===== config.mk =====
export PLATFORM = sky130hd
export DESIGN_NAME = icache_tagv
export DESIGN_NICKNAME = d
export VERILOG_FILES = /design/src/icache_pkg.sv /design/src/icache_tagv.sv
export SDC_FILE = /design/constraint.sdc
export NUM_CORES = 1
export LEC_CHECK = 0
export BUFFER_PORTS_ARGS = -buffer_cell sky130_fd_sc_hd__buf_2
export CAP_MARGIN = 5
export CORE_UTILIZATION = 36
export CTS_CLUSTER_SIZE = 16
export DETAILED_ROUTE_END_ITERATION = 12
export SYNTH_ARGS = -nofsm -noshare
export SYNTH_HDL_FRONTEND = slang
export SYNTH_SLANG_ARGS = --single-unit

===== constraint.sdc =====
create_clock -name clk -period 5.9 [get_ports clk]
set_clock_uncertainty 0.05 [all_clocks]
set_input_delay 0.295 -clock clk [delete_from_list [all_inputs] [get_ports clk]]
set_output_delay 0.295 -clock clk [all_outputs]
set_load 0.1 [all_outputs]

===== src/icache_pkg.sv =====
package icache_pkg;

    localparam int ways       = 4;
    localparam int sets       = 16;
    localparam int line_words = 16;
    localparam int tag_bits   = 22;

    typedef enum logic [2:0] {
        idle,
        lookup,
        replace,
        refill,
        cacop_op,
        extra_ready
    } state_t;

    typedef enum logic [1:0] {
        store_tag   = 2'd0,
        index_inval = 2'd1,
        hit_inval   = 2'd2
    } cacop_t;

    typedef struct packed {
        logic [31:0] addr;
        logic        uncache;
        logic [6:0]  exc;
        logic [1:0]  cacop_code;
    } cache_req_t;

    typedef struct packed {
        logic [31:0] data;
        logic [6:0]  exc;
        logic        cacop_done;
    } cache_resp_t;

    typedef struct packed {
        logic [31:0] data;
        logic        last;
    } mem_rd_t;

    typedef logic [ways-1:0] way_vec_t;

endpackage


===== src/icache_tagv.sv =====
module icache_tagv (
    input  logic                 clk,
    input  logic                 rstn,
    input  logic [31:0]          arr_addr,
    input  logic [31:0]          cmp_addr,
    input  icache_pkg::way_vec_t tagv_we,
    input  logic                 tagv_clear,
    output icache_pkg::way_vec_t hit,
    output icache_pkg::way_vec_t valid_ways
);
    import icache_pkg::*;

    logic [tag_bits-1:0] tag_arr [ways][sets];
    way_vec_t            valid_arr [sets];
    logic [tag_bits-1:0] tag_q [ways];
    way_vec_t            valid_q;
    logic [3:0]          set_idx;
    logic [tag_bits-1:0] wr_tag;

    assign set_idx = arr_addr[9:6];
    assign wr_tag  = arr_addr[31:10];

    // A write also updates the read register of that way.
    always_ff @(posedge clk) begin
        for (int w = 0; w < ways; w++) begin
            if (tagv_we[w]) begin
                tag_arr[w][set_idx] <= wr_tag;
                tag_q[w]            <= wr_tag;
            end else begin
                tag_q[w] <= tag_arr[w][set_idx];
            end
        end
    end

    always_ff @(posedge clk) begin
        if (!rstn) begin
            for (int s = 0; s < sets; s++) begin
                valid_arr[s] <= '0;
            end
            valid_q <= '0;
        end else begin
            for (int w = 0; w < ways; w++) begin
                if (tagv_we[w]) begin
                    valid_arr[set_idx][w] <= !tagv_clear;
                    valid_q[w]            <= !tagv_clear;
                end else begin
                    valid_q[w] <= valid_arr[set_idx][w];
                end
            end
        end
    end

    always_comb begin
        for (int w = 0; w < ways; w++) begin
            hit[w] = valid_q[w] && tag_q[w] == cmp_addr[31:10];
        end
    end

    assign valid_ways = valid_q;

endmodule


==> results.toml <==
[timing]
setup_viol = 0
setup-tns-final_ns = 0
hold_viol_final = 0
clock.fmax_mhz = 279
slew_headroom = 0.178
finalMaxSlewViolations = 0
grt_setup_unrepaired = "false"
min_period_ns = 3.58
worst_pin_slew_ns = 1.23
fin_crit_sh = 0.607

[layout]
fin_area_mm2 = 0.0681
syn2layout_area_growth_pct = 13.0
drive_above_1_share = 0.161
postLayoutCoreUtil = 0.412
nNetsFinal = 3423

[power]
leakagePower_nw = 23.0
ir_worst_vdd_mv = 0.192
power_density_mw_per_mm2 = 342
p_total_mw = 23.3

[grt]
grt_usage = 0.185
first_global_vias = 30600
overflow = 0
grt_first_pass_wirelength_um = 222000
antenna_found_initial = 17
grt_max_degree = 105

[synthesis]
yosysSeqAreaShare = 0.764
synthAdderAreaFrac = 0
yosys_warnings = 0
synth_edf_count = 1472
synth_cells = 3206
synth_top_family_by_area = "multiplexers"
ys.flop_type = "edfxtp_1"
synth.top_cells.by_area = "edfxtp_1 73%, mux4_2 6.9%, mux2i_1 6.1%"
syn-mean-instance-area_um2 = 18.8
ys_top_cells_by_count = "1,472 x edfxtp_1, 368 x mux2i_1, 184 x mux4_2, 182 x o22ai_1, 105 x nand2_1"
ys_async_sr_fraction = 0
synthMuxAreaShare = 0.130
syn-num-nets = 3277
synth_compound_area_frac = 0.0397
syn_area_mm2 = 0.0603
yosysUniqueCellTypes = 34
synthSimpleGateAreaFrac = 0.0311
synthXorXnorAreaFrac = 0.0128
synth.most_common_cell = "edfxtp_1"
yosysTopAreaCell = "edfxtp_1"
synth_top_area_share = 0.733
ys_ff_latch = 1564

[setup_path]
worstSetupPathType = "flop to primary output"
cp.required_ns = 5.56
arrival_ns = 3.24
critPathLaunchType = "flop"
cp_max_fo = 1
critPathCaptureType = "primary output"

[placement]
port_buffers = 62
gp_congestion = 0.845
dp_hpwl_um = 85000
dpl_cell_area_mm2 = 0.0632

[drt]
wl_um = 158000
top_layer_used = "met5"
vias = 31000
routedWlPerCell_um = 28.0
drtAntennaViolNets = 0
drc = 0
met1_length_um = 66800
drt_iter0_markers = 3491
wl_met2_um = 72500
firstDrtPassIters = 5
via_per_inst = 5.47
wl_met3_um = 14400

[clocking]
cts.sinks = 1564
clk_pin_slew_ns = 0.06
postCtsResizedCells = 0
ctsHoldBuffers = 11
cts_buffers = 159
cts_tree = "done"
clk_latency_ns = 0.78
ctsLongestPathBuffers = 3
cts_setup_buffers = 0
cts_root_buf = "clkbuf_16"
htree_num_levels = 4

[floorplan]
die_y_um = 411
io_pins = 79
core_area_mm2 = 0.166
fp-row-count = 149
die-area_mm2 = 0.169
start_util = 0.364
die_w_um = 411

[job]
maxCapViolations = 0

[status]
status = "finished, final reports clean"

[min_path]
min_path_type = "primary input to flop"
sequential cells by signal, indices dropped and copies added (netlist names):
name        count
tag_arr      1408
tag_q          88
valid_ways      4
valid_arr      64
worst max-delay path, stage by stage (launching register included):
cell	delay, ns
dfxtp_1	0.31
xor2_1	0.14
nor4_1	0.40
nand4_1	0.15
nor3_1	0.87
buf_2	0.58
where the power goes:
| part | internal, mW | leakage (nW) | switching [mW] |
|---|---|---|---|
| clock network | 5.33 | 2.32 | 4.06 |
| logic | 0.455 | 6.53 | 0.915 |
| registers | 12.4 | 14.1 | 0.0874 |
| total | 18.2 | 23.0 | 5.06 |
stage by stage:
| step | instances | worst slack (ns) | hold slack, ns |
|---|---|---|---|
| 2_1_floorplan | 3206 | 2.35 | 0.344 |
| 3_3_place_gp | 5369 | 2.26 | 0.517 |
| 3_5_place_dp | 5369 | 2.27 | 0.532 |
| 4_1_cts | 5663 | 2.45 | 0.0355 |
| 5_1_grt | 5664 | 2.29 | 0.0648 |
| 6_report | 5669 | 2.32 | 0.0945 |
worst paths after layout:
path                    from  cells past startpoint              end  slack, ns
max             tag_q[3][17]                      5           hit[3]       2.32
min             arr_addr[25]                      1  tag_arr[1][191]       0.09
max reg2reg  tag_arr[3][347]                      4     tag_q[3][17]       3.65
min reg2reg   tag_arr[0][79]                      4     tag_q[0][13]       0.65
area by class of cell:
type | instances | area [um2]
clock inverters | 52 | 312
clock buffers | 231 | 4480
well taps | 2189 | 2740
flip-flops and latches | 1564 | 46000
fillers | 14700 | 97400
inverters | 70 | 263
multi-input cells | 1376 | 12900
repair buffers | 181 | 1380
diodes | 6 | 15.0
cell families after synthesis:
logic type                Yosys count
buffers and inverters             266
muxes                             552
and+or+nand+nor                   371
DFF                              1564
AOI/OAI and AO/OA                 365
xor gates and xnor gates           88
cell usage in the layout, fill, tap and decap left out, types with 91 or more instances in the layout:
cell,instances
dfxtp_1,92
nand2_1,105
nor4_1,100
clkbuf_16,166
mux2i_1,368
edfxtp_1,1472
buf_4,98
a21oi_1,91
o22ai_1,182
mux4_2,184
per-layer routing:
layer | GRT usage | vias up
li1 | - | 13200
met1 | 0.259 | 16300
met2 | 0.282 | 1262
met3 | 0.0465 | 266
met4 | 0.0627 | 12
met5 | 0 | -
(Power assumes the default switching activity.)
