### src/icache_pkg.sv
package icache_pkg;

    localparam int ways       = 4;
    localparam int sets       = 16;
    localparam int line_words = 16;
    localparam int tag_bits   = 22;

    typedef enum logic [2:0] {
        idle,
        lookup,
        replace,
        refill,
        cacop_op,
        extra_ready
    } state_t;

    typedef enum logic [1:0] {
        store_tag   = 2'd0,
        index_inval = 2'd1,
        hit_inval   = 2'd2
    } cacop_t;

    typedef struct packed {
        logic [31:0] addr;
        logic        uncache;
        logic [6:0]  exc;
        logic [1:0]  cacop_code;
    } cache_req_t;

    typedef struct packed {
        logic [31:0] data;
        logic [6:0]  exc;
        logic        cacop_done;
    } cache_resp_t;

    typedef struct packed {
        logic [31:0] data;
        logic        last;
    } mem_rd_t;

    typedef logic [ways-1:0] way_vec_t;

endpackage

### src/icache_lru.sv
module icache_lru (
    input  logic                 clk,
    input  logic                 rstn,
    input  logic [31:0]          arr_addr,
    input  icache_pkg::way_vec_t touch,
    input  icache_pkg::way_vec_t valid_ways,
    output icache_pkg::way_vec_t victim
);
    import icache_pkg::*;

    logic [ways-1:0][1:0] age [sets]; // 0 is most recent, 3 is oldest.
    logic [3:0]           set_q;
    logic [1:0]           touch_age;
    logic                 found;

    // Set follows the arrays' read address.
    always_ff @(posedge clk) begin
        set_q <= arr_addr[9:6];
    end

    always_comb begin
        touch_age = '0;
        for (int w = 0; w < ways; w++) begin
            if (touch[w]) begin
                touch_age = age[set_q][w];
            end
        end
    end

    always_ff @(posedge clk) begin
        if (!rstn) begin
            for (int s = 0; s < sets; s++) begin
                for (int w = 0; w < ways; w++) begin
                    age[s][w] <= 2'(w);
                end
            end
        end else if (|touch) begin
            for (int w = 0; w < ways; w++) begin
                if (touch[w]) begin
                    age[set_q][w] <= '0;
                end else if (age[set_q][w] < touch_age) begin
                    age[set_q][w] <= age[set_q][w] + 2'd1;
                end
            end
        end
    end

    always_comb begin
        victim = '0;
        found  = 1'b0;
        for (int w = 0; w < ways; w++) begin
            if (!valid_ways[w] && !found) begin
                victim[w] = 1'b1; // Lowest invalid way first.
                found     = 1'b1;
            end
        end
        if (!found) begin
            for (int w = 0; w < ways; w++) begin
                victim[w] = age[set_q][w] == 2'(ways - 1);
            end
        end
    end

endmodule

### config.mk
export PLATFORM = sky130hd
export DESIGN_NAME = icache_lru
export DESIGN_NICKNAME = d
export VERILOG_FILES = /design/src/icache_pkg.sv /design/src/icache_lru.sv
export SDC_FILE = /design/constraint.sdc
export NUM_CORES = 1
export LEC_CHECK = 0
export BUFFER_PORTS_ARGS = -buffer_cell sky130_fd_sc_hd__buf_2
export CORE_MARGIN = 5
export CORE_UTILIZATION = 55
export DETAILED_ROUTE_END_ITERATION = 6
export PLACE_DENSITY_LB_ADDON = 0.05
export SLEW_MARGIN = 20
export SYNTH_ARGS = -nofsm -noshare
export SYNTH_HDL_FRONTEND = slang
export SYNTH_SLANG_ARGS = --single-unit
### constraint.sdc
create_clock -name clk -period 12.29 [get_ports clk]
set_input_delay 3.687 -clock clk [delete_from_list [all_inputs] [get_ports clk]]
set_output_delay 3.687 -clock clk [all_outputs]
set_load 0.005 [all_outputs]
==> key figures <==
Timing
  – RSZ-0062 raised after global routing: no
  – Worst path setup slack after routing: 4440 ps
  – Slew of the pin with the lowest slew margin: 972 ps
  – Endpoints failing hold: 0
  – Final setup violating endpoints: 0
  – Final clock skew: 9.48 ps
  – Maximum frequency from static timing analysis: 0.127 GHz
  – Worst hold slack: 1040 ps
  – Shortest clock period the worst path allows after layout: 7850 ps
  – Final clock period utilization by the worst path: 0.639
  – Total Neg Setup Slack: 0 ps
  – Max-Slew Margin vs Limit: 0.349
  – Max-slew violations: 0

Critical path
  – Maximum cell stage delay along the critical path: 160 ps
  – Worst path top cell family by delay: buffers and inverters
  – Number of buffers and inverters on the critical path: 2
  – Nature of the critical path endpoint: output pin
  – Critical path class: input port to output pin
  – Critical-path cell with the highest stage delay: sky130_fd_sc_hd__a21boi_0
  – Req. time, crit path: 8600 ps
  – Startpoint type of the worst setup path: input port
  – Crit Path Max Fanout: 4
  – CP Data Arrival Time: 4160 ps
  – Critical-path cell list: buf_2 > nand3_1 > a21boi_0 > buf_2
  – Most used cell along the critical path: sky130_fd_sc_hd__buf_2

Clock network
  – Hold bufs inserted after CTS: 0
  – Resize count post-CTS: 0
  – Clock buffer count from CTS: 17
  – TritonCTS clock tree: yes
  – Clock latency on the worst-skew pair: 430 ps
  – Level count of the clock H-tree: 4
  – CTS root buf: sky130_fd_sc_hd__clkbuf_16
  – Maximum buffer depth of the clock tree: 2
  – Post-CTS setup buffer count: 0
  – Clock sink total: 132
  – Clock-pin transition on the worst setup and hold timing paths: 60 ps

Layout
  – Count of inserted antenna diode cells: 0
  – Fill cells: 997
  – Non-Filler Instances: 805
  – Net count, final: 670
  – Layout cell share with drive strength beyond 1: 0.185
  – Most common cell after layout, fill and taps aside: sky130_fd_sc_hd__edfxtp_1
  – Synthesis-to-layout area growth: 11.1%
  – Most frequent cells in the layout: sky130_fd_sc_hd__edfxtp_1, sky130_fd_sc_hd__nand2_1, sky130_fd_sc_hd__nor3_1

Synthesis
  – Average instance area after synthesis: 11.5 um2
  – Asr flop ratio synth: 0
  – Post-synth EDFFs: 128
  – Synthesis-stage register bit count: 132
  – Netlist area before placement: 7160 um2
  – Instance count of the mapped netlist: 624
  – Fraction of the yosys area taken by sequential cells: 0.548
  – Unique cell type count in the Yosys netlist: 47
  – Primary flip-flop cell chosen by synthesis mapping: sky130_fd_sc_hd__edfxtp_1
  – Synthesis Warnings: 0
  – Syn Nets: 674

Floorplan
  – Die outline width: 124 um
  – Core region area: 12,700 um2
  – Placement row count: 41
  – Area of the die: 15,400 um2
  – Top-Level Pins: 46
  – Height of the die: 124 um
  – Initial core utilization: 0.565

Worst hold path
  – Worst min-delay path category: flop to flop

Place
  – Number of cells in the design after placement: 773
  – Count of input and output buffers: 17
  – Post-DP HPWL: 12.6 mm
  – Final weighted congestion in routability-driven placement: 0.872
  – Setup slack after placement: 4430 ps

Drt
  – Vias/cell: 6.71
  – Via count: 5,405
  – Wire length reported by the detailed router: 18.8 mm
  – DRC violation count after routing: 0
  – Count of TritonRoute iterations in the first routing pass: 5
  – DRC marker count from the first detailed-route iteration: 672
  – ANT nets after route: 0
  – DR WL/cell: 23.3 um

Pwr
  – Leakage power figure: 2.38 nW
  – Pwr Density: 152 nW/um2
  – Max rail drop VDD: 0.0973 mV
  – Overall power after layout: 1.21 mW

GRT
  – Sum of overflow across all layers after global routing: 0
  – Largest net degree at the start of global routing: 72
  – Total global routing track utilization: 0.266
  – Vias in the first global route: 5,340
  – Initial antenna violation count: 1
  – Global-route wire length before repair: 30.2 mm

Outcome
  – Result of the run: complete, no violations

Job
  – Max_cap viols: 0
[cell type report]
| class | instances | area [um2] | share of cell area |
|---|---|---|---|
| Multi-Input combinational cell | 433 | 2980 | 0.374 |
| Clock buffer | 17 | 425 | 0.0535 |
| Sequential cell | 132 | 3930 | 0.493 |
| Clock inverter | 15 | 213 | 0.0267 |
| Inverter | 7 | 26.3 | 0.00330 |
| Tap cell | 172 | 215 | 0.0270 |
| Timing Repair Buffer | 29 | 175 | 0.0220 |
[Yosys cell counts, drive strengths merged (8+ instances only)]
cell	instances	area (um2)
edfxtp	128	3840
nand2	86	323
nor3	58	295
a21oi	53	273
o21ai	51	255
nor2	49	186
mux4	37	833
clkbuf	27	101
buf	25	139
nand3	25	125
o211ai	16	120
ha	8	100
[per-stage QoR]
stage / area [um2] / utilization
finish: 7960 / 0.628
global route: 7960 / 0.628
CTS: 7960 / 0.628
detailed placement: 7320 / 0.578
global placement: 7320 / 0.578
floorplan: 7160 / -
[logic make-up after synthesis]
group | after synthesis | share of synthesized area
simple gates | 243 | 0.155
flops | 132 | 0.548
mux | 45 | 0.128
compound gates | 137 | 0.118
buf+inv | 59 | 0.0372
fa+ha+maj | 8 | 0.0140
[worst reg2reg max path, stage by stage (launching register included)]
cell and delay, ps:
sky130_fd_sc_hd__dfxtp_2 310, sky130_fd_sc_hd__buf_4 620, sky130_fd_sc_hd__mux4_2 680, sky130_fd_sc_hd__mux4_2 550
sky130_fd_sc_hd__a221oi_1 320, sky130_fd_sc_hd__nor3_1 90, sky130_fd_sc_hd__a21oi_1 350, sky130_fd_sc_hd__ha_1 610
sky130_fd_sc_hd__inv_1 120, sky130_fd_sc_hd__a31oi_2 760, sky130_fd_sc_hd__nor3_1 130
[where the power goes]
group	internal (mW)	total [mW]	switching, mW
clock	0.357	0.551	0.194
combinational	0.0410	0.142	0.101
sequential	0.510	0.514	0.00392
[worst paths after layout]
kind | start | endpoint | slack [ps] | cells after the start
hold / removal | set_q[2]$_DFF_P_ | age[14][6]$_SDFFCE_PN1P_ | 1040 | 4
setup / recovery | valid_ways[3] | victim[1] | 4440 | 4
hold reg to reg | set_q[2]$_DFF_P_ | age[14][6]$_SDFFCE_PN1P_ | 1040 | 4
setup reg to reg | set_q[0]$_DFF_P_ | age[7][3]$_SDFFCE_PN0P_ | 7440 | 10
[registers in the layout (all words and copies together), names as in the netlist]
signal and count:
set_q 4, age 128
[metal layers]
layer	routed length [um]	part of all wire	up-vias	global-route usage
met5	7	0.00037	-	0
met4	461	0.025	2	0.0883
met3	1720	0.092	54	0.0677
met2	8940	0.48	312	0.408
met1	7650	0.41	2665	0.373
li1	-	-	2372	-
No activity file was read; power rests on OpenSTA's default activity.
