`src/icache_pkg.sv`:
```
package icache_pkg;

    localparam int ways       = 4;
    localparam int sets       = 16;
    localparam int line_words = 16;
    localparam int tag_bits   = 22;

    typedef enum logic [2:0] {
        idle,
        lookup,
        replace,
        refill,
        cacop_op,
        extra_ready
    } state_t;

    typedef enum logic [1:0] {
        store_tag   = 2'd0,
        index_inval = 2'd1,
        hit_inval   = 2'd2
    } cacop_t;

    typedef struct packed {
        logic [31:0] addr;
        logic        uncache;
        logic [6:0]  exc;
        logic [1:0]  cacop_code;
    } cache_req_t;

    typedef struct packed {
        logic [31:0] data;
        logic [6:0]  exc;
        logic        cacop_done;
    } cache_resp_t;

    typedef struct packed {
        logic [31:0] data;
        logic        last;
    } mem_rd_t;

    typedef logic [ways-1:0] way_vec_t;

endpackage

```
`src/icache_refill.sv`:
```
module icache_refill (
    input  logic                                    clk,
    input  logic                                    rstn,
    input  logic                                    r_data_ready,
    input  logic                                    r_valid,
    input  icache_pkg::mem_rd_t                     rdata,
    output logic [icache_pkg::line_words-1:0][31:0] line,
    output logic [31:0]                             unc_word,
    output logic                                    fill_finish
);
    import icache_pkg::*;

    logic [$clog2(line_words)-1:0] beat_cnt;
    logic                          beat;

    assign beat = r_data_ready && r_valid;

    always_ff @(posedge clk) begin
        if (!rstn) begin
            beat_cnt    <= '0;
            fill_finish <= 1'b0;
        end else begin
            fill_finish <= beat && rdata.last;
            if (beat) begin
                beat_cnt <= rdata.last ? '0 : beat_cnt + 4'd1;
            end
        end
    end

    always_ff @(posedge clk) begin
        if (beat) begin
            line[beat_cnt] <= rdata.data;
            if (beat_cnt == '0) begin
                unc_word <= rdata.data; // Single beat of an uncached read.
            end
        end
    end

endmodule

```
`config.mk`:
```
export PLATFORM = sky130hd
export DESIGN_NAME = icache_refill
export DESIGN_NICKNAME = d
export VERILOG_FILES = /design/src/icache_pkg.sv /design/src/icache_refill.sv
export SDC_FILE = /design/constraint.sdc
export NUM_CORES = 1
export LEC_CHECK = 0
export BUFFER_PORTS_ARGS = -buffer_cell sky130_fd_sc_hd__buf_2
export CAP_MARGIN = 20
export CORE_AREA = 2 2 228 230
export DETAILED_ROUTE_END_ITERATION = 8
export DIE_AREA = 0 0 230 232
export HOLD_SLACK_MARGIN = 0.08
export PLACE_DENSITY_LB_ADDON = 0.2
export SLEW_MARGIN = 20
export SYNTH_ARGS = -nofsm -noshare
export SYNTH_HDL_FRONTEND = slang
export SYNTH_SLANG_ARGS = --single-unit
```
`constraint.sdc`:
```
create_clock -name clk -period 6.5 [get_ports clk]
set_clock_uncertainty 0.1 [all_clocks]
set_input_delay 0.325 -clock clk [delete_from_list [all_inputs] [get_ports clk]]
set_output_delay 0.325 -clock clk [all_outputs]
set_load 0.05 [all_outputs]
```
==> results by stage <==
Outcome:
- The run finished with clean final reports.

Worst setup path:
- The required time of the critical path is 6620 ps.
- The setup check on the worst reg-to-reg path leaves a slack of 4110 ps.
- The endpoint type of the worst setup path is a register.
- The critical path in this run is classified as input port to register.
- The maximum fanout along the worst path is 18.
- At the worst endpoint, the arrival time is 2650 ps.
- STA classifies the critical path startpoint as an input port.

CTS:
- Clock tree synthesis found a total of 517 sinks.
- The CTS buffer count is 52.
- The TritonCTS clock tree is built.
- After clock tree synthesis, the clock-pin slew on the worst setup and hold paths is 60 ps.
- The root buffer cell chosen for the clock tree is sky130_fd_sc_hd__clkbuf_16.
- The post-CTS setup repair buffer count is 0.
- The number of H-tree levels is 2.
- The clock latency reported for the late side of the worst-skew pair is 580 ps.
- In this run, post-CTS repair resized a total of 0 instances.
- Counting along the longest clock path gives a buffer depth of 3.
- The cts-stage hold buffer count is 37.

Route:
- The number of detailed-routing iterations run before antenna repair is 4.
- The overall routed net length is 46.4 mm.
- After detailed routing, the number of vias per cell comes to 4.24.
- The total vias in the final route is 8,388.
- In the routed design, unresolved DRC markers number 0.
- The count of routing violations after the opening detailed-route iteration is 528.
- The detailed-route wire length per cell is 23.5 um.
- The count of nets left with antenna violations once routing finished came out at 0.

Placed design:
- Routability-driven placement finished with a final weighted congestion of 0.763.
- The total half-perimeter wirelength after legalization and detailed placement is 29.3 mm.
- Including well taps, the total number of placed cells is 1,843.
- Input and output buffers added on the ports amount to 581.

Logic synthesis:
- Of the synthesized area, sequential elements account for 0.967.
- The async set-reset flop share out of synthesis is 0.
- Yosys printed 0 warnings.
- In this run, synthesis inferred 512 flip-flops with an integrated enable.
- The cell count after synthesis is 598.
- The average size of a mapped cell is 26.8 um2.
- After synthesis the cells add up to 16,000 um2.
- The total nets after synthesis is 639.
- In the synthesized netlist the dominant register cell turns out to be sky130_fd_sc_hd__edfxtp_1.
- The number of distinct library cell variants in the gate-level netlist after synthesis is 22.
- The number of flip-flops and latches in the synthesized netlist is 517.

STA:
- The slew at the pin with the worst max-slew slack is 751 ps.
- Headroom to the max-slew limit came out at 0.499.
- The final cycle utilization of the critical path is 0.389.
- For this run, the top clock speed supported by timing is 396 MHz.
- Setup violations remaining at the end of the flow were counted as 0.
- Subtracting the final worst setup slack from the clock period gives 2530 ps.
- The final setup TNS is 0 ps.
- The final number of max-transition violations is 0.
- The hold violation total from the final report is 0.
- Setup repair after global routing left no endpoint under its margin.

Flow run:
- Across the run, the number of max-cap violations was 0.

Final layout:
- The number of antenna repair diodes is 0.
- The net count of the finished layout is 1,295.
- The number of filler cells placed in the layout is 4,545.
- Once layout is complete, the utilization of the core stands at 0.428.
- The area added between synthesis and finish is 36.0%.
- In the final layout, the share of cells above drive strength 1 is 0.529.
- Excluding fillers, the count of instances in the completed layout stands at 1,976.

Global route:
- The via count of the first global-routing pass is 8,311.
- The total overflow left after global routing is 0.
- The initial antenna violation count is 0.
- The first global-routing pass estimated 62.2 mm of wire.
- For this run, the total global-route usage over all layers was measured as 0.166.
- Entering global routing, the biggest net connects 33 pins.

Power:
- For this design the total switching power over the nets is 1.36 mW.
- In this run the power density over the cells is 311 nW/um2.
- The relative contribution of sequential cells to total power is 0.545.
- The leakage power is 8.11 nW.
- The share of total power dissipated in combinational logic is 0.026.
- The switching power as a share of total power is 0.200.
- The worst-case vdd ir drop is 0.203 mV.
- The internal power is 5.41 mW.
- The relative contribution of the clock network to total power is 0.429.

Die:
- The initial utilization of the core area, before any placement, comes to 0.314.
- Pin placement for this block handled 582 I/O pins.
- The core region is 50,900 um2.
- Measured along the x axis, the die boundary spans 230 um.
- The cell row count is 83.
- The die footprint is 53,400 um2.
- Measured along the y axis, the die boundary spans 232 um.

Min path:
- The worst hold-check path type is input port to register.
flip-flops by register name, summed over array words and instances (netlist names):
register	cells
beat_cnt	4
fill_finish	1
line	493
unc_word	19
cells in the mapped netlist, drive strengths merged, types with 2 or more instances:
library cell | n | area (um2)
buf | 34 | 259
o21ai | 2 | 10.0
nand2 | 8 | 30.0
nor2 | 13 | 48.8
inv | 2 | 7.51
nor3 | 4 | 20.0
dfxtp | 5 | 100
ha | 4 | 50.1
a21boi | 4 | 30.0
edfxtp | 512 | 15400
critical path, stage by stage:
cell and delay [ps]:
sky130_fd_sc_hd__dlygate4sd3_1 520, sky130_fd_sc_hd__buf_2 110, sky130_fd_sc_hd__and2_0 330, sky130_fd_sc_hd__nand2_1 310, sky130_fd_sc_hd__nor2_4 560, sky130_fd_sc_hd__buf_4 470
power groups by stage:
stage / Clock, mW / Combinational (mW) / Sequential [mW]
finish: 2.90 / 0.177 / 3.68
global route: 3.09 / 0.190 / 3.68
CTS: 2.98 / 0.180 / 3.68
detailed placement: 0 / 0.164 / 3.75
global placement: 0 / 0.163 / 3.75
floorplan: 0 / 0.0496 / 3.79
routing by layer:
| metal | track usage | part of all wire |
|---|---|---|
| met5 | 0 | 0 |
| met1 | 0.206 | 0.40 |
| met4 | 0.0494 | 0.023 |
| met2 | 0.278 | 0.49 |
| met3 | 0.0544 | 0.086 |
area by class of cell:
class	count	area, um2	share of cell area
flip-flops and latches	517	15500	0.711
repair buffers	636	3410	0.157
clock buffers	67	1380	0.0634
well taps	680	851	0.0391
multi-input cells	45	368	0.0169
clock inverters	29	270	0.0124
inverters	2	7.51	0.000345
metrics by stage:
stage | total power, mW | instance area [um2] | hold WS (ps) | setup WS (ps)
2_1_floorplan | 3.84 | 16000 | 324 | 3040
3_3_place_gp | 3.92 | 19700 | 426 | 3940
3_5_place_dp | 3.92 | 19700 | 450 | 3840
4_1_cts | 6.84 | 21800 | 137 | 3920
5_1_grt | 6.97 | 21800 | 194 | 3780
6_report | 6.76 | 21800 | 206 | 3970
final timing paths:
check	from	to	cells past startpoint
setup / recovery	r_valid	line[172]	6
hold / removal	r_data_ready	beat_cnt[3]	4
setup reg to reg	beat_cnt[2]	line[172]	3
hold reg to reg	beat_cnt[0]	beat_cnt[0]	2
cell usage in the layout (no fill, tap or decap), types with 8 or more instances in the layout:
cell | synthesis | layout
sky130_fd_sc_hd__clkbuf_1 | 0 | 14
sky130_fd_sc_hd__buf_2 | 0 | 581
sky130_fd_sc_hd__buf_4 | 33 | 18
sky130_fd_sc_hd__clkbuf_16 | 0 | 53
sky130_fd_sc_hd__edfxtp_1 | 512 | 512
sky130_fd_sc_hd__nand2_1 | 8 | 8
sky130_fd_sc_hd__nor2_4 | 0 | 12
sky130_fd_sc_hd__clkinv_1 | 0 | 12
sky130_fd_sc_hd__clkinv_2 | 0 | 8
sky130_fd_sc_hd__dlygate4sd3_1 | 0 | 37
logic make-up after synthesis:
group / synth area share
buffers and inverters: 0.0167
AO/OA/AOI/OAI: 0.00289
flip-flops: 0.967
AND/OR/NAND/NOR: 0.0101
adder cells (fa/ha/maj): 0.00313
(Power assumes the default switching activity.)
