==> src/icache_pkg.sv <==
package icache_pkg;

    localparam int ways       = 4;
    localparam int sets       = 16;
    localparam int line_words = 16;
    localparam int tag_bits   = 22;

    typedef enum logic [2:0] {
        idle,
        lookup,
        replace,
        refill,
        cacop_op,
        extra_ready
    } state_t;

    typedef enum logic [1:0] {
        store_tag   = 2'd0,
        index_inval = 2'd1,
        hit_inval   = 2'd2
    } cacop_t;

    typedef struct packed {
        logic [31:0] addr;
        logic        uncache;
        logic [6:0]  exc;
        logic [1:0]  cacop_code;
    } cache_req_t;

    typedef struct packed {
        logic [31:0] data;
        logic [6:0]  exc;
        logic        cacop_done;
    } cache_resp_t;

    typedef struct packed {
        logic [31:0] data;
        logic        last;
    } mem_rd_t;

    typedef logic [ways-1:0] way_vec_t;

endpackage

==> src/icache_ctrl.sv <==
module icache_ctrl (
    input  logic                    clk,
    input  logic                    rstn,
    input  logic                    valid,
    input  logic                    cacop_en,
    input  icache_pkg::cache_req_t  req,
    output logic                    cache_ready,
    output logic                    resp_valid,
    output icache_pkg::cache_resp_t resp,
    input  icache_pkg::way_vec_t    hit,
    input  icache_pkg::way_vec_t    victim,
    input  logic [31:0]             rd_word,
    input  logic                    fill_finish,
    input  logic [31:0]             unc_word,
    input  logic                    r_rdy,
    output logic                    r_req,
    output logic                    r_data_ready,
    output logic [31:0]             r_addr,
    output logic [7:0]              r_len,
    output logic [31:0]             arr_addr,
    output logic [31:0]             cmp_addr,
    output icache_pkg::way_vec_t    tagv_we,
    output icache_pkg::way_vec_t    mem_we,
    output icache_pkg::way_vec_t    touch,
    output logic                    tagv_clear
);
    import icache_pkg::*;

    state_t      state;
    state_t      state_nxt;
    state_t      take_state;
    cache_req_t  rbuf;
    logic [31:0] mbuf_addr;
    logic        mbuf_unc;
    logic        accept;
    logic        lookup_hit;
    way_vec_t    inv_way;

    assign accept     = cache_ready && (valid || cacop_en);
    assign lookup_hit = rbuf.exc == '0 && !rbuf.uncache && |hit;
    assign take_state = cacop_en ? cacop_op : (valid ? lookup : idle);

    // Arrays see the new address on the accepting edge.
    assign arr_addr = accept ? req.addr : rbuf.addr;
    assign cmp_addr = rbuf.addr;
    assign inv_way  = way_vec_t'(1) << rbuf.addr[1:0]; // Way index in low address bits.

    assign r_addr = mbuf_addr;
    assign r_len  = mbuf_unc ? 8'd0 : 8'(line_words - 1);

    always_ff @(posedge clk) begin
        if (!rstn) begin
            state <= idle;
        end else begin
            state <= state_nxt;
        end
    end

    always_ff @(posedge clk) begin
        if (accept) begin
            rbuf <= req;
        end
        if (state == lookup && state_nxt == replace) begin
            mbuf_addr <= rbuf.uncache ? rbuf.addr : {rbuf.addr[31:6], 6'b0};
            mbuf_unc  <= rbuf.uncache;
        end
    end

    always_comb begin
        state_nxt = state;
        case (state)
            idle, extra_ready: state_nxt = take_state;
            lookup: begin
                if (rbuf.exc != '0) begin
                    state_nxt = idle;
                end else if (!lookup_hit) begin
                    state_nxt = replace; // Miss or uncached.
                end else begin
                    state_nxt = take_state;
                end
            end
            replace:  state_nxt = r_rdy ? refill : replace;
            refill:   state_nxt = fill_finish ? extra_ready : refill;
            cacop_op: state_nxt = idle;
            default:  state_nxt = idle;
        endcase
    end

    always_comb begin
        cache_ready  = 1'b0;
        resp_valid   = 1'b0;
        resp         = '0;
        r_req        = 1'b0;
        r_data_ready = 1'b0;
        tagv_we      = '0;
        mem_we       = '0;
        touch        = '0;
        tagv_clear   = 1'b0;
        case (state)
            idle: cache_ready = 1'b1;
            lookup: begin
                if (rbuf.exc != '0) begin
                    resp_valid = 1'b1;
                    resp.exc   = rbuf.exc;
                end else if (lookup_hit) begin
                    resp_valid  = 1'b1;
                    resp.data   = rd_word;
                    touch       = hit;
                    cache_ready = 1'b1;
                end
            end
            replace: r_req = 1'b1;
            refill: begin
                r_data_ready = 1'b1;
                if (fill_finish && !mbuf_unc) begin
                    mem_we  = victim;
                    tagv_we = victim;
                    touch   = victim;
                end
            end
            cacop_op: begin
                resp_valid      = 1'b1;
                resp.cacop_done = 1'b1;
                resp.exc        = rbuf.exc;
                if (rbuf.exc == '0) begin
                    case (rbuf.cacop_code)
                        store_tag, index_inval: begin
                            tagv_clear = 1'b1;
                            tagv_we    = inv_way;
                        end
                        hit_inval: begin
                            tagv_clear = 1'b1;
                            tagv_we    = hit;
                        end
                        default: ;
                    endcase
                end
            end
            extra_ready: begin
                resp_valid  = 1'b1;
                cache_ready = 1'b1;
                resp.data   = mbuf_unc ? unc_word : rd_word;
            end
            default: ;
        endcase
    end

endmodule

==> config.mk <==
export PLATFORM = sky130hd
export DESIGN_NAME = icache_ctrl
export DESIGN_NICKNAME = d
export VERILOG_FILES = /design/src/icache_pkg.sv /design/src/icache_ctrl.sv
export SDC_FILE = /design/constraint.sdc
export NUM_CORES = 1
export LEC_CHECK = 0
export ABC_AREA = 1
export CAP_MARGIN = 20
export CORE_MARGIN = 2
export CORE_UTILIZATION = 30
export CTS_CLUSTER_DIAMETER = 150
export CTS_CLUSTER_SIZE = 10
export DETAILED_ROUTE_END_ITERATION = 6
export DONT_BUFFER_PORTS = 1
export PLACE_DENSITY = 0.57
export RECOVER_POWER = 50
export SLEW_MARGIN = 10
export SYNTH_ARGS = -nofsm -noshare
export SYNTH_HDL_FRONTEND = slang
export SYNTH_SLANG_ARGS = --single-unit
==> constraint.sdc <==
create_clock -name clk -period 2.45 [get_ports clk]
set_clock_uncertainty 0.2 [all_clocks]
set_input_delay 0.3675 -clock clk [delete_from_list [all_inputs] [get_ports clk]]
set_output_delay 0.3675 -clock clk [all_outputs]
set_load 0.02 [all_outputs]
==> summary.log, run 1 <==
qor: die.ioPinCount 281
qor: synthesis.synth_seq_cells 78
qor: worst_hold_path.worst_hold_startpoint valid
qor: place.port-buffer-count 0
qor: route.post_drt_via_cell_ratio 5.10
qor: clocking.numCtsBuffers 9
qor: synthesis.synth-edff-count 75
qor: clocking.clock_sinks 78
qor: route.first_iter_violations 165
qor: die.rows 42
qor: place.place_congestion 0.832
qor: sta.maxSlewHeadroom 50.2%
qor: worst_setup_path.rr_endpoint state[2]
qor: worst_hold_path.worst_hold_path.num_cells 4
qor: synthesis.synthFlopType edfxtp_1
qor: sta.min_period_over_period 95.9%
qor: layout.drive_gt1_share 24.5%
qor: worst_setup_path.critical_path_class register to output pin
qor: route.vias 3315
qor: grt.gr-usage-all-layers 17.5%
qor: layout.sequential_cell_area 2310 sq um
qor: route.met3WireLength 1.26 mm
qor: die.floorplan.die.height 121 microns
qor: worst_hold_path.min-delay-path-class input pin to register
qor: route.detail-route-antenna-nets 0
qor: synthesis.mean_area_per_synthesized_cell 9.20 sq um
qor: synthesis.postSynthCellCount 444
qor: grt.grt_pass1_wl 18.3 mm
qor: clocking.cts-root-buf clkbuf_16
qor: job.drv.max_cap_violation_count 0
qor: die.area_of_the_die 14600 sq um
qor: synthesis.synth_common_cells nand2_1 (145), edfxtp_1 (75), nand3_1 (74)
qor: route.remaining_drcs 0
qor: route.totalWireLength 13.9 mm
qor: sta.setup_viol 0
qor: die.core_region_area 13300 sq um
qor: grt.globalRouteOverflowTotal 0
qor: sta.fin_crit 2.35 ns
qor: layout.fillers 1305
qor: place.detailed_place_hpwl 10.1 mm
qor: worst_setup_path.crit_path_cell_trace nor2_2, nand3_2, nor2_4, nand4_2, nand2_4, buf_12, nand2_1, nand2_1
qor: clocking.insertion_delay 0.34 ns
qor: sta.setup-tns-final 0 ns
qor: worst_setup_path.critical_path.reg2reg.startpoint rbuf[4]
qor: route.drt_pre_antenna_iters 4
qor: synthesis.synth_top_cells_by_area edfxtp_1 (55%), nand2_1 (13%), nand3_1 (9.1%)
qor: worst_setup_path.crit_path_max_fanout 16
qor: power_and_ir_drop.cell_area_power_density 703 nW/um^2
qor: worst_setup_path.crit_path_max_incr_delay 0.40 ns
qor: layout.layout_stage_area_growth_over_the_synthesis_result 24.7%
qor: grt.initial_antenna_violation_count 0
qor: worst_hold_path.worstHoldEndpoint state[0]
qor: synthesis.synth_cell_type_count 22
qor: worst_setup_path.cp_slowest_cell edfxtp_1
qor: sta.slew_violations 0
qor: clocking.cts_tree yes
qor: worst_setup_path.cp.arrival 1.78 ns
qor: clocking.cts-htree-levels 3
qor: synthesis.yosysWarnings 0
qor: clocking.clkSlewWorstSetupHoldPaths 0.06 ns
qor: worst_setup_path.setup.worst_path.end_class output pin
qor: worst_setup_path.timing.reg2reg.setup_slack 0.28 ns
qor: grt.number_of_global_route_vias_before_repair 3212
qor: synthesis.most_repeated_cell_in_the_gate_level_netlist_after_synthesis nand2_1
qor: synthesis.post_synth_instance_area 4090 sq um
qor: die.floorplan.initialDensity 30.7%
qor: synthesis.synthArstFlopShare 0%
qor: route.wire_per_inst 21.4 microns
qor: route.wl_met1 4.48 mm
qor: synthesis.yosysSeqAreaShare 56.6%
qor: synthesis.netlist.top_cell.by_area edfxtp_1
qor: sta.hold_viol_final 0
qor: sta.fmaxAchievable 426 MHz
qor: layout.nets 589
qor: worst_setup_path.critical_path.most_common_cell nand2_1
qor: layout.multiInputGateArea 1380 sq um
qor: clocking.clockBufferDepth 2
qor: route.wl_met2 7.52 mm
qor: synthesis.area_share_of_the_largest_cell_type_after_synthesis 55.1%
qor: sta.worst_pin_slew 0.739 ns
qor: status.outcome finished clean
qor: power_and_ir_drop.cellLeakagePower 2.14 nW
qor: layout.antennaDiodeCount 0
qor: worst_setup_path.cp.required 1.88 ns
qor: die.die-width 121 microns
qor: power_and_ir_drop.irDropWorstVdd 480 uV
qor: worst_setup_path.ff2ff_path_depth 9
qor: sta.rsz0062_at_grt yes
qor: sta.hold-worst-slack 0.0422 ns
qor: grt.largest_net_degree_at_the_start_of_global_routing 36
qor: route.top_layer met4
qor: worst_setup_path.worstSetupStartpointType register
==> stage by stage <==
step	power [mW]	utilization, %	worst slack, ns	std cells	cell area, sq um
6_report	3.58	38.3	0.102	650	5090
5_1_grt	3.71	38.3	-0.0282	650	5090
4_1_cts	3.57	36.8	0.000406	648	4890
3_5_place_dp	2.07	30.8	0.283	586	4100
3_3_place_gp	2.06	30.8	0.293	586	4100
2_1_floorplan	2.03	-	0.241	447	4100
==> critical path: cells and delay by family (launching register included) <==
kind	cells	cell delay, ns
AND/OR/NAND/NOR	7	0.89
flip-flops	1	0.40
buffers and inverters	1	0.15
==> cell families after synthesis <==
family          Yosys count  synth area share, %
simple gates            253                 27.3
other cells               1               0.0918
buf+inv                  95                 13.7
flops                    78                 56.6
compound gates           17                 2.30
==> timing repair <==
action                     CTS  global route
hold endpoints to repair    45             0
setup buffers                1             0
pin swaps                    1             3
cloned                       0             2
hold buffers                45             0
setup endpoints to repair   64            68
resized for setup            3            62
==> metal layers <==
metal  track usage [%]  up-vias
met2              31.9      224
met3              5.99       34
li1                  -     1471
met5                 0        -
met1              16.7     1586
met4              10.8        0
==> how the worst max path moves through the flow <==
stage	startpoint	endpoint	slack [ns]	cells past startpoint
floorplan	hit[3]	cmp_addr[0]	0.24	9
global placement	rbuf[4]	arr_addr[20]	0.29	9
detailed placement	rbuf[4]	arr_addr[20]	0.28	9
CTS	state[2]	resp[30]	0.0004	8
global route	rbuf[4]	arr_addr[29]	-0.03	9
finish	rbuf[4]	resp[28]	0.10	8
==> flip-flops by register name (all words and copies together), names as in the netlist <==
name / count
cmp_addr: 32
mbuf_unc: 1
r_addr: 32
rbuf: 10
state: 3
==> final cells by class <==
class / count / area share (%)
Clock buffer: 9 / 4.42
Clock inverter: 7 / 1.92
Inverter: 36 / 2.73
Multi-Input combinational cell: 274 / 27.1
Sequential cell: 78 / 45.4
Tap cell: 176 / 4.32
Timing Repair Buffer: 70 / 14.1
==> report_power, final <==
group          total, mW  switching, mW  internal [mW]
registers           1.65          0.106           1.55
logic              0.490          0.337          0.153
clock network       1.44          0.544          0.895
==> cell usage in the layout, fill, tap and decap left out, drive strengths merged <==
cell type / count
conb: 4
o21ai: 8
nand2: 154
bufinv: 2
clkinv: 3
or2: 3
nor2: 20
a21oi: 5
dlygate4sd3: 45
o22ai: 4
clkbuf: 13
inv: 36
buf: 21
clkinvlp: 2
edfxtp: 75
dfxtp: 3
nand3: 75
nand4: 1
Note: power is estimated with default switching activity, not from simulation.
==> inputs of run 2 (changes only) <==
PLACE_DENSITY = 0.56   (was 0.57)
clock period = 2.2 ns   (was 2.45 ns; I/O delays follow)
==> summary.log, run 2 (synthesis gave the netlist of run 1 again) <==
qor: sta.slew_violations 0 [unchanged]
qor: sta.hold_viol_final 0 [unchanged]
qor: status.outcome complete, but fails checks [was finished clean]
qor: route.vias 3257 [was 3315]
qor: power_and_ir_drop.irDropWorstVdd 411 uV [was 480 uV]
qor: place.worst_setup_slack_before_clock_tree_synthesis 0.123 ns [was 0.283 ns]
qor: grt.globalRouteOverflowTotal 0 [unchanged]
qor: die.floorplan.die.height 121 microns [unchanged]
qor: sta.setup-tns-final -7.48 ns [was 0 ns]
qor: route.remaining_drcs 0 [unchanged]
qor: clocking.cts-root-buf clkbuf_16 [unchanged]
qor: worst_setup_path.critical_path_class register to output pin [unchanged]
qor: worst_setup_path.crit_path_max_fanout 32 [was 16]
qor: layout.layout_stage_area_growth_over_the_synthesis_result 42.8% [was 24.7%]
qor: worst_setup_path.cp.required 1.67 ns [was 1.88 ns]
qor: sta.fmaxAchievable 428 MHz
qor: grt.gr-usage-all-layers 16.5% [was 17.5%]
qor: layout.final-instance-count-excl-fill 661 [was 650]
qor: grt.initial_antenna_violation_count 0 [unchanged]
qor: route.post_drt_via_cell_ratio 4.93 [was 5.10]
qor: route.detail-route-antenna-nets 0 [unchanged]
qor: route.drt_pre_antenna_iters 4 [unchanged]
qor: sta.rsz0062_at_grt yes [unchanged]
qor: worst_setup_path.timing.reg2reg.setup_slack 0.14 ns [was 0.28 ns]
qor: worst_setup_path.cp.arrival 1.81 ns [was 1.78 ns]
qor: worst_setup_path.setup.worst_path.end_class output pin [unchanged]
qor: clocking.clkSlewWorstSetupHoldPaths 0.06 ns [about the same]
qor: layout.final_common_cell edfxtp_1 [was nand2_1]
qor: layout.drive_gt1_share 39.0% [was 24.5%]
qor: power_and_ir_drop.cell_area_power_density 688 nW/um^2 [was 703 nW/um^2]
qor: status.violations_in_the_final_reports negative setup slack
qor: worst_setup_path.worstSetupStartpointType register [unchanged]
qor: sta.setup_ws -0.135 ns [was 0.102 ns]
qor: clocking.insertion_delay 0.33 ns [was 0.34 ns]
qor: route.first_iter_violations 153 [was 165]
qor: route.wire_per_inst 20.5 microns [was 21.4 microns]
qor: clocking.cts_tree yes [unchanged]
qor: power_and_ir_drop.power 4.02 mW [was 3.58 mW]
qor: worst_setup_path.critical_path.reg2reg.startpoint rbuf[4] [unchanged]
qor: clocking.clock_sinks 78 [unchanged]
qor: job.drv.max_cap_violation_count 0 [unchanged]
qor: worst_setup_path.rr_endpoint r_addr[0] [was state[2]]
qor: die.area_of_the_die 14600 sq um [unchanged]
qor: layout.fillers 1253 [was 1305]
qor: die.die-width 121 microns [unchanged]
qor: place.place_congestion 0.718 [was 0.832]
qor: clocking.cts-htree-levels 3 [unchanged]
qor: worst_setup_path.worstSetupEndpoint arr_addr[10] [was resp[28]]
qor: worst_setup_path.ff2ff_path_depth 8 [was 9]
qor: layout.antennaDiodeCount 0 [unchanged]
qor: layout.final_util 43.9% [was 38.3%]
qor: clocking.clockBufferDepth 2 [unchanged]
qor: layout.layout_common_cells edfxtp_1 (75), nand3_1 (67), nand2_4 (66) [was nand2_1 (93), edfxtp_1 (75), nand3_1 (72)]
qor: die.core_region_area 13300 sq um [unchanged]
qor: route.totalWireLength 13.5 mm [was 13.9 mm]
qor: grt.grt_pass1_wl 17.8 mm [was 18.3 mm]
qor: sta.fin_crit 2.34 ns
qor: clocking.numCtsBuffers 9 [unchanged]
qor: worst_hold_path.min-delay-path-class input pin to register [unchanged]
qor: die.rows 42 [unchanged]
qor: place.port-buffer-count 0 [unchanged]
qor: layout.nets 600 [was 589]
qor: worst_setup_path.timing.critical_path.from rbuf[4] [unchanged]
qor: sta.min_period_over_period 106%
qor: place.detailed_place_hpwl 9.37 mm [was 10.1 mm]
qor: grt.largest_net_degree_at_the_start_of_global_routing 33 [was 36]
qor: grt.number_of_global_route_vias_before_repair 3138 [was 3212]
qor: place.placed_cells 592 [was 586]
qor: die.floorplan.initialDensity 30.7% [unchanged]
qor: die.ioPinCount 281 [unchanged]
qor: power_and_ir_drop.cellLeakagePower 2.54 nW [was 2.14 nW]
qor: sta.setup_viol 69 [was 0]
-- run 2: changes by cell type in the layout (fill, tap and decap cells not counted), sizes merged --
cell / previous run / this run
clkbuf: 13 / 12
dlygate4sd3: 45 / 47
buf: 21 / 31
-- run 2: stage by stage --
stage,area [sq um],hold slack (ns)
final,5840,0.101
after global routing,5840,0.0936
after CTS,5370,0.0691
after detailed placement,4170,0.229
after global placement,4170,0.229
after floorplan,4100,0.229
-- run 2: how the worst min path moves through the flow --
stage	to	slack, ns	from	cells after the start
finish	state[1]	0.10	fill_finish	3
global route	state[1]	0.09	fill_finish	3
CTS	state[1]	0.07	fill_finish	3
detailed placement	rbuf[7]	0.23	req[7]	0
global placement	rbuf[6]	0.23	req[6]	0
floorplan	cmp_addr[0]	0.23	req[10]	0
-- run 2: repair_timing --
| action | 4_1_cts | 5_1_grt |
|---|---|---|
| hold buffers | 47 | 0 |
| pin swaps | 8 | 32 |
| gates resized for setup | 117 | 100 |
| gates cloned | 2 | 2 |
| setup endpoints to repair | 82 | 86 |
| hold endpoints to repair | 45 | 0 |
| buffers inserted | 1 | 1 |
-- run 2: power by group --
group          switching, mW  internal, mW
Combinational          0.384         0.191
Clock                  0.601         0.997
Sequential             0.118          1.72
-- run 2: layout make-up --
cell class / instances / area [sq um] / area share [%]
multi-input cells: 274 / 1940 / 33.2
repair buffers: 81 / 901 / 15.4
inverters: 36 / 141 / 2.42
clock buffers: 9 / 225 / 3.86
well taps: 176 / 220 / 3.77
clock inverters: 7 / 97.6 / 1.67
flip-flops and latches: 78 / 2310 / 39.6
-- run 2: metal layers --
layer / track usage [%] / up-vias / wire length [microns]
met3: 4.15 / 15 / 1040
li1: - / 1489 / -
met2: 32.0 / 200 / 7680
met5: 0 / - / 0
met4: 8.72 / 0 / 230
met1: 15.7 / 1553 / 4600
-- run 2: critical path, cell delays in order (launching register included) --
cell	delay, ns
edfxtp_1	0.38
nor2_1	0.14
nand3_2	0.10
nor2_4	0.17
nand2_2	0.09
nand2_4	0.13
nand2_4	0.08
buf_12	0.16
nand2_1	0.09
nand2_2	0.10
